**config.mk**
```make
export PLATFORM = sky130hd
export DESIGN_NAME = decode_stage_flat
export DESIGN_NICKNAME = d
export VERILOG_FILES = /design/src/rv_pkg.sv /design/src/rv_pipe_if.sv /design/src/regfile.sv /design/src/decode_stage.sv /design/src/flat_wrapper.sv
export SDC_FILE = /design/constraint.sdc
export NUM_CORES = 2
export LEC_CHECK = 0
export BUFFER_PORTS_ARGS = -buffer_cell sky130_fd_sc_hd__buf_2
export CAP_MARGIN = 20
export CELL_PAD_IN_SITES_DETAIL_PLACEMENT = 1
export CELL_PAD_IN_SITES_GLOBAL_PLACEMENT = 2
export CORE_MARGIN = 2
export CORE_UTILIZATION = 45
export DETAILED_ROUTE_END_ITERATION = 8
export PLACE_DENSITY_LB_ADDON = 0.12
export SLEW_MARGIN = 0
export SYNTH_ARGS = -nofsm -noshare
export SYNTH_HDL_FRONTEND = slang
export SYNTH_SLANG_ARGS = --single-unit
export TNS_END_PERCENT = 1
```
**constraint.sdc**
```tcl
create_clock -name clk -period 1.7 [get_ports clk]
set_input_delay 0.34 -clock clk [delete_from_list [all_inputs] [get_ports clk]]
set_output_delay 0.34 -clock clk [all_outputs]
set_load 0.03 [all_outputs]
```
**src/rv_pkg.sv**
```systemverilog
package rv_pkg;

    // ------------------------------------------------------------------------
    // Widths and predictor geometry
    // ------------------------------------------------------------------------
    localparam int XLEN       = 32;
    localparam int REG_ADDR_W = 5;
    localparam int BP_ENTRIES = 64;
    localparam int BP_IDX_W   = 6;

    localparam logic [XLEN-1:0] RESET_PC = '0;

    // Major opcodes of the kept instruction set
    localparam logic [6:0] OPC_OP     = 7'b0110011;
    localparam logic [6:0] OPC_OP_IMM = 7'b0010011;
    localparam logic [6:0] OPC_LUI    = 7'b0110111;
    localparam logic [6:0] OPC_JAL    = 7'b1101111;
    localparam logic [6:0] OPC_BRANCH = 7'b1100011;

    // 2-bit saturating counter, upper bit means predict taken
    typedef enum logic [1:0] {
        BHT_SNT = 2'b00,
        BHT_WNT = 2'b01,
        BHT_WT  = 2'b10,
        BHT_ST  = 2'b11
    } bht_state_e;

    typedef enum logic [3:0] {
        ALU_ADD,
        ALU_SUB,
        ALU_AND,
        ALU_OR,
        ALU_XOR,
        ALU_SLL,
        ALU_SRL,
        ALU_SRA,
        ALU_SLT,
        ALU_SLTU,
        ALU_PASS_B
    } alu_op_e;

    typedef struct packed {
        logic    reg_write;
        logic    use_imm;
        logic    is_branch;
        logic    is_jal;
        alu_op_e alu_op;
    } dec_ctrl_t;

endpackage

```
**src/rv_pipe_if.sv**
```systemverilog
// Fetch to decode
interface fd_if;
    logic                    valid;
    logic [rv_pkg::XLEN-1:0] pc;
    logic [rv_pkg::XLEN-1:0] instr;
    logic                    pred_taken;
    logic [rv_pkg::XLEN-1:0] pred_target;

    modport producer (output valid, pc, instr, pred_taken, pred_target);
    modport consumer (input  valid, pc, instr, pred_taken, pred_target);
endinterface

// Decode to execute
interface dx_if;
    logic                          valid;
    logic [rv_pkg::XLEN-1:0]       pc;
    logic [rv_pkg::REG_ADDR_W-1:0] rs1;
    logic [rv_pkg::REG_ADDR_W-1:0] rs2;
    logic [rv_pkg::REG_ADDR_W-1:0] rd;
    logic [2:0]                    funct3;
    logic [rv_pkg::XLEN-1:0]       imm;
    logic [rv_pkg::XLEN-1:0]       rs1_data;
    logic [rv_pkg::XLEN-1:0]       rs2_data;
    rv_pkg::dec_ctrl_t             ctrl;
    logic                          pred_taken;
    logic [rv_pkg::XLEN-1:0]       pred_target;

    modport producer (output valid, pc, rs1, rs2, rd, funct3, imm, rs1_data, rs2_data,
                             ctrl, pred_taken, pred_target);
    modport consumer (input  valid, pc, rs1, rs2, rd, funct3, imm, rs1_data, rs2_data,
                             ctrl, pred_taken, pred_target);
endinterface

// Execute to writeback
interface xw_if;
    logic                          valid;
    logic [rv_pkg::XLEN-1:0]       pc;
    logic [rv_pkg::REG_ADDR_W-1:0] rd;
    logic                          reg_write;
    logic [rv_pkg::XLEN-1:0]       result;

    modport producer (output valid, pc, rd, reg_write, result);
    modport consumer (input  valid, pc, rd, reg_write, result);
endinterface


```
**src/regfile.sv**
```systemverilog
module regfile (
    input  logic                          clk,
    input  logic                          rst_n,
    input  logic [rv_pkg::REG_ADDR_W-1:0] rs1_i,
    input  logic [rv_pkg::REG_ADDR_W-1:0] rs2_i,
    output logic [rv_pkg::XLEN-1:0]       rs1_data_o,
    output logic [rv_pkg::XLEN-1:0]       rs2_data_o,
    input  logic                          we_i,
    input  logic [rv_pkg::REG_ADDR_W-1:0] rd_i,
    input  logic [rv_pkg::XLEN-1:0]       wdata_i
);
    logic [rv_pkg::XLEN-1:0] regs_q [32];

    assign rs1_data_o = regs_q[rs1_i];
    assign rs2_data_o = regs_q[rs2_i];

    // x0 is never written, so it reads zero from reset on
    always_ff @(posedge clk or negedge rst_n) begin
        if (!rst_n) begin
            for (int i = 0; i < 32; i++) begin
                regs_q[i] <= '0;
            end
        end else if (we_i && rd_i != '0) begin
            regs_q[rd_i] <= wdata_i;
        end
    end

endmodule

```
**src/decode_stage.sv**
```systemverilog
module decode_stage (
    input  logic   clk,
    input  logic   rst_n,
    fd_if.consumer fd,
    dx_if.producer dx,
    xw_if.consumer wb,
    input  logic   flush_i
);
    logic [6:0]                    opcode;
    logic [2:0]                    funct3;
    logic [rv_pkg::REG_ADDR_W-1:0] rs1;
    logic [rv_pkg::REG_ADDR_W-1:0] rs2;
    logic [rv_pkg::REG_ADDR_W-1:0] rd;
    logic [rv_pkg::XLEN-1:0]       imm;
    logic [rv_pkg::XLEN-1:0]       rf_rs1;
    logic [rv_pkg::XLEN-1:0]       rf_rs2;
    logic                          wb_wr;
    logic                          alt;
    rv_pkg::dec_ctrl_t             ctrl;

    function automatic rv_pkg::alu_op_e alu_sel(input logic [2:0] f3, input logic sub_sra);
        rv_pkg::alu_op_e op;
        case (f3)
            3'b000:  op = sub_sra ? rv_pkg::ALU_SUB : rv_pkg::ALU_ADD;
            3'b001:  op = rv_pkg::ALU_SLL;
            3'b010:  op = rv_pkg::ALU_SLT;
            3'b011:  op = rv_pkg::ALU_SLTU;
            3'b100:  op = rv_pkg::ALU_XOR;
            3'b101:  op = sub_sra ? rv_pkg::ALU_SRA : rv_pkg::ALU_SRL;
            3'b110:  op = rv_pkg::ALU_OR;
            default: op = rv_pkg::ALU_AND;
        endcase
        return op;
    endfunction

    assign opcode = fd.instr[6:0];
    assign rd     = fd.instr[11:7];
    assign funct3 = fd.instr[14:12];
    assign rs1    = fd.instr[19:15];
    assign rs2    = fd.instr[24:20];

    // ADDI has no subtract form, only the immediate shifts honour bit 30
    assign alt = fd.instr[30] && (opcode == rv_pkg::OPC_OP || funct3 == 3'b101);

    always_comb begin
        case (opcode)
            rv_pkg::OPC_OP_IMM: imm = {{20{fd.instr[31]}}, fd.instr[31:20]};
            rv_pkg::OPC_BRANCH: imm = {{19{fd.instr[31]}}, fd.instr[31], fd.instr[7],
                                       fd.instr[30:25], fd.instr[11:8], 1'b0};
            rv_pkg::OPC_LUI:    imm = {fd.instr[31:12], 12'b0};
            rv_pkg::OPC_JAL:    imm = {{11{fd.instr[31]}}, fd.instr[31], fd.instr[19:12],
                                       fd.instr[20], fd.instr[30:21], 1'b0};
            default:            imm = '0;
        endcase
    end

    // Unknown opcodes fall out as a no-op
    always_comb begin
        ctrl        = '0;
        ctrl.alu_op = alu_sel(funct3, alt);
        case (opcode)
            rv_pkg::OPC_OP: begin
                ctrl.reg_write = 1'b1;
            end
            rv_pkg::OPC_OP_IMM: begin
                ctrl.reg_write = 1'b1;
                ctrl.use_imm   = 1'b1;
            end
            rv_pkg::OPC_LUI: begin
                ctrl.reg_write = 1'b1;
                ctrl.use_imm   = 1'b1;
                ctrl.alu_op    = rv_pkg::ALU_PASS_B;
            end
            rv_pkg::OPC_JAL: begin
                ctrl.reg_write = 1'b1;
                ctrl.is_jal    = 1'b1;
            end
            rv_pkg::OPC_BRANCH: begin
                ctrl.is_branch = 1'b1;
            end
            default: begin
                ctrl.alu_op = rv_pkg::ALU_ADD;
            end
        endcase
    end

    regfile u_regfile (
        .clk       (clk),
        .rst_n     (rst_n),
        .rs1_i     (rs1),
        .rs2_i     (rs2),
        .rs1_data_o(rf_rs1),
        .rs2_data_o(rf_rs2),
        .we_i      (wb.valid && wb.reg_write),
        .rd_i      (wb.rd),
        .wdata_i   (wb.result)
    );

    // Writeback bypass covers the write landing on this same edge
    assign wb_wr = wb.valid && wb.reg_write && (wb.rd != '0);

    always_ff @(posedge clk or negedge rst_n) begin
        if (!rst_n) begin
            dx.valid <= 1'b0;
        end else begin
            dx.valid <= fd.valid && !flush_i;
        end
    end

    always_ff @(posedge clk) begin
        dx.pc          <= fd.pc;
        dx.rs1         <= rs1;
        dx.rs2         <= rs2;
        dx.rd          <= ctrl.reg_write ? rd : '0;
        dx.funct3      <= funct3;
        dx.imm         <= imm;
        dx.rs1_data    <= (wb_wr && wb.rd == rs1) ? wb.result : rf_rs1;
        dx.rs2_data    <= (wb_wr && wb.rd == rs2) ? wb.result : rf_rs2;
        dx.ctrl        <= ctrl;
        dx.pred_taken  <= fd.pred_taken;
        dx.pred_target <= fd.pred_target;
    end

endmodule

```
**src/flat_wrapper.sv**
```systemverilog
// flat-port wrapper written by rule: the top's interface ports become plain ports
module decode_stage_flat 
  (clk, rst_n, flush_i, fd_valid, fd_pc, fd_instr, fd_pred_taken, fd_pred_target, dx_valid, dx_pc, dx_rs1, dx_rs2, dx_rd, dx_funct3, dx_imm, dx_rs1_data, dx_rs2_data, dx_ctrl, dx_pred_taken, dx_pred_target, wb_valid, wb_pc, wb_rd, wb_reg_write, wb_result);
  fd_if fd_i ();
  dx_if dx_i ();
  xw_if wb_i ();
  input  logic clk;
  input  logic rst_n;
  input  logic flush_i;
  input wire logic [$bits(fd_i.valid)-1:0] fd_valid;
  input wire logic [$bits(fd_i.pc)-1:0] fd_pc;
  input wire logic [$bits(fd_i.instr)-1:0] fd_instr;
  input wire logic [$bits(fd_i.pred_taken)-1:0] fd_pred_taken;
  input wire logic [$bits(fd_i.pred_target)-1:0] fd_pred_target;
  output wire logic [$bits(dx_i.valid)-1:0] dx_valid;
  output wire logic [$bits(dx_i.pc)-1:0] dx_pc;
  output wire logic [$bits(dx_i.rs1)-1:0] dx_rs1;
  output wire logic [$bits(dx_i.rs2)-1:0] dx_rs2;
  output wire logic [$bits(dx_i.rd)-1:0] dx_rd;
  output wire logic [$bits(dx_i.funct3)-1:0] dx_funct3;
  output wire logic [$bits(dx_i.imm)-1:0] dx_imm;
  output wire logic [$bits(dx_i.rs1_data)-1:0] dx_rs1_data;
  output wire logic [$bits(dx_i.rs2_data)-1:0] dx_rs2_data;
  output wire logic [$bits(dx_i.ctrl)-1:0] dx_ctrl;
  output wire logic [$bits(dx_i.pred_taken)-1:0] dx_pred_taken;
  output wire logic [$bits(dx_i.pred_target)-1:0] dx_pred_target;
  input wire logic [$bits(wb_i.valid)-1:0] wb_valid;
  input wire logic [$bits(wb_i.pc)-1:0] wb_pc;
  input wire logic [$bits(wb_i.rd)-1:0] wb_rd;
  input wire logic [$bits(wb_i.reg_write)-1:0] wb_reg_write;
  input wire logic [$bits(wb_i.result)-1:0] wb_result;
  assign fd_i.valid = fd_valid;
  assign fd_i.pc = fd_pc;
  assign fd_i.instr = fd_instr;
  assign fd_i.pred_taken = fd_pred_taken;
  assign fd_i.pred_target = fd_pred_target;
  assign dx_valid = dx_i.valid;
  assign dx_pc = dx_i.pc;
  assign dx_rs1 = dx_i.rs1;
  assign dx_rs2 = dx_i.rs2;
  assign dx_rd = dx_i.rd;
  assign dx_funct3 = dx_i.funct3;
  assign dx_imm = dx_i.imm;
  assign dx_rs1_data = dx_i.rs1_data;
  assign dx_rs2_data = dx_i.rs2_data;
  assign dx_ctrl = dx_i.ctrl;
  assign dx_pred_taken = dx_i.pred_taken;
  assign dx_pred_target = dx_i.pred_target;
  assign wb_i.valid = wb_valid;
  assign wb_i.pc = wb_pc;
  assign wb_i.rd = wb_rd;
  assign wb_i.reg_write = wb_reg_write;
  assign wb_i.result = wb_result;
  decode_stage u_core (.clk(clk), .rst_n(rst_n), .fd(fd_i), .dx(dx_i), .wb(wb_i), .flush_i(flush_i));
endmodule
```
### Yosys cells after proc, flatten, opt, wreduce, memory -nomap -nowiden

Index checks and enable logic that the tools add are counted.

| word-level totals | value |
|---|---|
| flip-flop bits (word level) | 1212 |
| output and inout bits | 188 |

| cells by class | value |
|---|---|
| order comparisons | 4 |
| equal/unequal tests | 13 |
| muxes and demuxes | 20 |
| bitwise operators | 3 |
| reduce and logical (&&, ||, !) cells | 14 |

Operators by type and width:

| operator | number |
|---|---|
| $bwmux 1024 | 1 |
| $bmux 32 s5 | 2 |
| $mux 32 | 7 |
| $demux 32 s5 | 1 |
| $pmux 32 s4 | 1 |
| $pmux 4 s7 | 1 |
| $ge 6x6->1 const B | 3 |
| $not 5->6 | 3 |
| $eq 7x6->1 const B | 2 |
| $eq 7x7->1 const B | 2 |
| $eq 5x5->1 | 2 |
| $eq 3x3->1 const B | 3 |
| $pmux 4 s2 | 1 |
| $reduce_or 4->1 | 2 |
| $eq 7x5->1 const B | 1 |
| $logic_and 1x1->1 | 7 |
| $eq 3x2->1 const B | 2 |
| $lt 6x1->1 const B | 1 |
| $mux 1 | 6 |
| $reduce_bool 5->1 | 1 |
| $eq 3x1->1 const B | 1 |
| $logic_not 3->1 | 1 |
| $reduce_or 2->1 | 1 |
| $logic_not 1->1 | 1 |
| $logic_or 1x1->1 | 1 |

### Logic depth before layout (Yosys ltp)

| depth | value |
|---|---|
| depth in word-level cells | 6 |
| mapped depth | 8 |
| mapped depth without buffers | 5 |

### Cells and area by module

From an unflattened synthesis, not the netlist that was laid out.

| unflattened totals | value |
|---|---|
| cell total of the unflattened synthesis | 4962 |
| area, all modules | 61021.0 sq um |

By module, submodules not included:

| module | instances | cells an instance | area each (sq um) | sequential area each (sq um) |
|---|---|---|---|---|
| regfile | 1 | 4601 | 55514.5 | 25624.6 |
| decode_stage | 1 | 361 | 5506.5 | 3768.6 |

### Least setup slack after synthesis

OpenSTA, ideal clock, no wires.

| path | value |
|---|---|
| path kind | input to register |
| start point | in wb_rd[2] |
| end point | reg u_core.u_regfile.regs_q[939] in the netlist's numbering |
| setup time | 125 ps |
| arrival time | 1901 ps |
| data required time | 1575 ps |
| slack | -326 ps |
| cell stages on the path | 5 |
| cells stage by stage | buf_2 or4_4 nor3b_4 buf_6 mux2_2 |

| between the ends | value |
|---|---|
| cells in the longest elaborated chain, start to end | 6 |

Ends and longest elaborated chain:

| element | RTL line | RTL |
|---|---|---|
| from (decl) | flat_wrapper.sv:29 | `input wire logic [$bits(wb_i.rd)-1:0] wb_rd;` |
| $not 5->6 (not written as such) | regfile.sv:24 | `regs_q[rd_i] <= wdata_i;` |
| $ge 6x6->1 (not written as such) / $lt 6x1->1 (equally long branches) | regfile.sv:24 |  |
| $logic_and 1x1->1 (not written as such) | regfile.sv:24 |  |
| $mux 32 (not written as such) | regfile.sv:24 |  |
| $demux 32 s5 | regfile.sv:24 |  |
| $bwmux 1024 | regfile.sv:24 |  |
| to (signal, indexed assignment) | regfile.sv:24 |  |
| to (decl) | regfile.sv:12 | `logic [rv_pkg::XLEN-1:0] regs_q [32];` |

Parallel ways exist; a longest one is shown, timed or not.
A chain may end at the register's enable or synchronous reset.

### Worst setup path after layout

| path | value |
|---|---|
| start point | in wb_valid |
| end point | reg u_core.u_regfile.regs_q[815] in the netlist's numbering |

| between the ends | value |
|---|---|
| cells in the longest elaborated chain, start to end | 2 |

Ends and longest elaborated chain:

| element | RTL line | RTL |
|---|---|---|
| from (decl) | flat_wrapper.sv:27 | `input wire logic [$bits(wb_i.valid)-1:0] wb_valid;` |
| $logic_and 1x1->1 | decode_stage.sv:94 | `.we_i (wb.valid && wb.reg_write),` |
| $logic_and 1x1->1 | regfile.sv:23 | `end else if (we_i && rd_i != '0) begin` |

No other way between the ends.

==> metrics.md <==
| Metric | Value |
|---|---|
| Total GRT Usage | `about a third` |
| Ys Warns | `0` |
| Placed insts | `5794` |
| Mapped Area | `58100 µm²` |
| Main area contributors after synthesis | `dfrtp_1 44%, mux4_2 20%, mux2_2 19%, dfxtp_1 6.4%, o22ai_1 2.7%` |
| Max_slew headroom | `about 55%` |
| Clk_skew | `between 0.02 and 0.03 ns` |
| Status | `finished, violations left` |
| Total Wirelength | `a little over 200 mm` |
| Final Setup Violations | `4` |
| Min cycle time layout | `1.73 ns` |
| CP required | `about 2.3 ns` |
| Worst-skew pair later-pin latency | `~0.8 ns` |
| Ys async rst share | `between 80% and 90%` |
| Nets | `4538` |
| Worst-path cell chain | `buf_2, nand2_1, buf_4, nor4b_2, buf_4, nand3b_1, buf_4, mux2_2` |
| Yosys top cell area share | `44.2%` |
| Syn Nets | `a little under 4000` |
| Die ar. | `132000 µm²` |
| Reg2Reg Setup Slack | `approximately 0.010 ns` |
| Commonest cells in the netlist | `1025 x dfrtp_1, 965 x mux2_2, 507 x mux4_2` |
| Setup CP Type | `in2reg` |
| Starting Density | `45.4%` |
| I/O pin count | `360` |
| Antenna violations before repair | `8` |
| Dpl hpwl | `135 mm` |
| Most frequent cell after synthesis | `dfrtp_1` |
| Final Wtd Congestion | `between 0.8 and 0.9` |
| Pwr per Cell Area | `about 1100 nW/µm²` |
| Flops & latches, synth | `1212` |
| H-Tree Depth | `4` |
| Grt ovf | `0` |
| First-pass GRT wire length | `305 mm` |
| Worst path max stage delay | `0.37 ns` |
| Worst setup margin | `-0.0252 ns` |
| Total setup buffers inserted after CTS | `0` |
| Most frequent CP cell | `buf_4` |
| Via Count | `between 30000 and 40000` |
| Delay-heaviest family, CP | `buffers and inverters` |
| Synth Instances | `3766` |
| Mean post-synth cell area | `15.4 µm²` |
| Non-Filler Instances | `6144` |
| Data arrival, critical path | `2.37 ns` |
| Worst Path Buf+Inv | `4` |
| CTS tree | `done` |
| CTS Sinks | `1212` |
| Peak supply drop | `1030 µV` |
| Ys flop type | `dfrtp_1` |
| Fmax | `0.580 GHz` |
| Core area | `128000 µm²` |
| Inserted Clock Buffers | `139` |
| Critical path depth | `8` |
| Routed Antenna Nets | `0` |
| Slowest CP cell | `buf_4` |
| Startpoint Class | `input pin` |
| EDFF count, synth | `0` |
| RSZ-0062 raised after global routing | `true` |
| Critical path endpoint category | `flip-flop` |
| CTS root buf | `clkbuf_16` |
| Final worst-path cycle share | `101%` |
| Path depth of the worst reg2reg path | `5` |
| Maximum Capacitance Violations | `0` |
| Largest net degree at the start of global routing | `between 90 and 100` |
| Worst-path clk slew | `0.05 ns` |
| DRC viols | `0` |
| Port Buf Inserts | `about 330` |
| Vias in the first global route | `43600` |
| Die outline height | `roughly 360 µm` |
| Slew Limit Fails | `0` |
| Reg-to-reg endpoint | `u_core.dx.rs2_data[30]$_DFF_P_` |
| CP max FO | `10` |
| Failing checks | `setup timing` |
| Worst Hold Endpoint | `u_core.dx.rs2_data[21]$_DFF_P_` |
| Synth area leader | `dfrtp_1` |
| Cell variety after synth | `54` |
| Post-placement setup slack | `-0.730 ns` |
| Sequential area share after synthesis | `between 50 and 60%` |
| Routed wire per std cell | `33.8 µm` |
| Hold Crit Depth | `3` |
| HP Class | `in2reg` |
| Share of cells above drive strength 1 | `56.4%` |
| Area growth syn-to-layout | `23.1%` |
| Worst R2R Start | `u_core.u_regfile.regs_q[958]$_DFFE_PN0P_` |
| Final hold vios | `0` |
| Hold_sp | `wb_result[21]` |
| Clk buf depth | `3` |
| Initial DRT Pass Iterations | `5` |
| Vias per cell | `approximately 6.4` |
| Chip Width | `363 µm` |
| Leak pwr | `32.1 nW` |
| Slew @ Worst Pin | `0.671 ns` |
| DRT iter0 DRCs | `roughly 3000` |
| Row count | `131` |
[placed cells by master (no fill, tap or decap), drive strengths merged, types with 5 or more instances in the layout]
cell type	instances
o21ai	71
nor2b	10
nand3b	7
xnor2	6
or4	65
dfrtp	1025
nand2	82
and2	13
buf	784
dlygate4sd3	93
nor2	38
a22o	5
clkinv	27
nand3	13
nand2b	7
mux2	994
a21o	21
clkbuf	215
bufinv	6
nor3	5
mux4	510
dfxtp	187
o22ai	252
[per-layer routing]
layer | routed length [µm] | share of wire, % | GRT usage [%] | up-vias
li1 | - | - | - | 15800
met2 | 98900 | 48 | 50.6 | 1601
met1 | 84200 | 41 | 42.0 | 21600
met5 | 42 | 0.020 | 0 | -
met4 | 10400 | 5.0 | 15.1 | 6
met3 | 13900 | 6.7 | 6.78 | 498
[cell families after synthesis]
family | count (synthesis) | synth area share (%)
flip-flops | 1212 | 50.6
AO/OA/AOI/OAI | 360 | 3.80
XOR/XNOR | 10 | 0.151
multiplexers | 1506 | 39.1
buffers and inverters | 420 | 3.84
AND/OR/NAND/NOR | 258 | 2.51
[worst register-to-register path, cell delays in order (launching register included)]
cell     delay, ns
dfrtp_1       0.42
mux4_2        0.52
mux2i_2       0.22
nor2_1        0.08
nor4_2        0.25
nor3_1        0.08
[area by class of cell]
class	count	area (µm²)
Antenna cell	3	7.51
Fill cell	11800	56400
Tap cell	1662	2080
Sequential cell	1212	29400
Clock inverter	40	408
Inverter	1	3.75
Multi-Input combinational cell	2134	26800
Timing Repair Buffer	878	8630
Clock buffer	214	4210
[sequential cells by signal (all words and copies together), names as in the netlist]
register,flops
u_core.dx.rs1,5
u_core.dx.rs2_data,32
u_core.dx.rs2,5
u_core.dx.imm,32
u_core.dx.pred_target,32
u_core.dx.ctrl,8
u_core.dx.pc,32
u_core.u_regfile.regs_q,1024
u_core.dx.funct3,3
u_core.dx.valid,1
u_core.dx.pred_taken,1
u_core.dx.rd,5
u_core.dx.rs1_data,32
[what timing repair did]
item,CTS,global route
resized for setup,15,5
hold buffers,93,0
pin swaps,0,1
hold endpoints to repair,1043,0
endpoints found under the setup margin,8,7
[per-stage QoR]
step / hold slack [ns] / TNS, ns / util (%) / area, µm² / total power [mW]
2_1_floorplan: 0.0444 / -100.99 / - / 58100 / 42.6
4_1_cts: 0.00545 / 0 / 55.9 / 71500 / 78.4
3_5_place_dp: 0.384 / -497.26 / 51.5 / 65900 / 47.6
6_report: 0.0510 / -0.0466 / 55.9 / 71500 / 77.9
5_1_grt: 0.0567 / -0.0835 / 55.9 / 71500 / 80.7
3_3_place_gp: 0.376 / -482.76 / 51.5 / 65900 / 46.6
[how the worst max path moves through the flow]
stage                                                   from                                       end  slack, ns
floorplan                                           wb_rd[3]  u_core.u_regfile.regs_q[939]$_DFFE_PN0P_      -0.25
global placement                                    wb_valid  u_core.u_regfile.regs_q[815]$_DFFE_PN0P_      -0.71
detailed placement                                  wb_valid  u_core.u_regfile.regs_q[816]$_DFFE_PN0P_      -0.73
CTS                           u_core.dx.rs2_data[16]$_DFF_P_                           dx_rs2_data[16]     0.0006
global route        u_core.u_regfile.regs_q[926]$_DFFE_PN0P_            u_core.dx.rs2_data[30]$_DFF_P_      -0.05
finish                                              wb_valid  u_core.u_regfile.regs_q[815]$_DFFE_PN0P_      -0.03
[report_power, final]
part	internal, mW	switching (mW)
clock	18.0	12.5
combinational	7.08	5.48
sequential	32.3	2.63
total	57.3	20.6
Note: power is estimated with default switching activity, not from simulation.
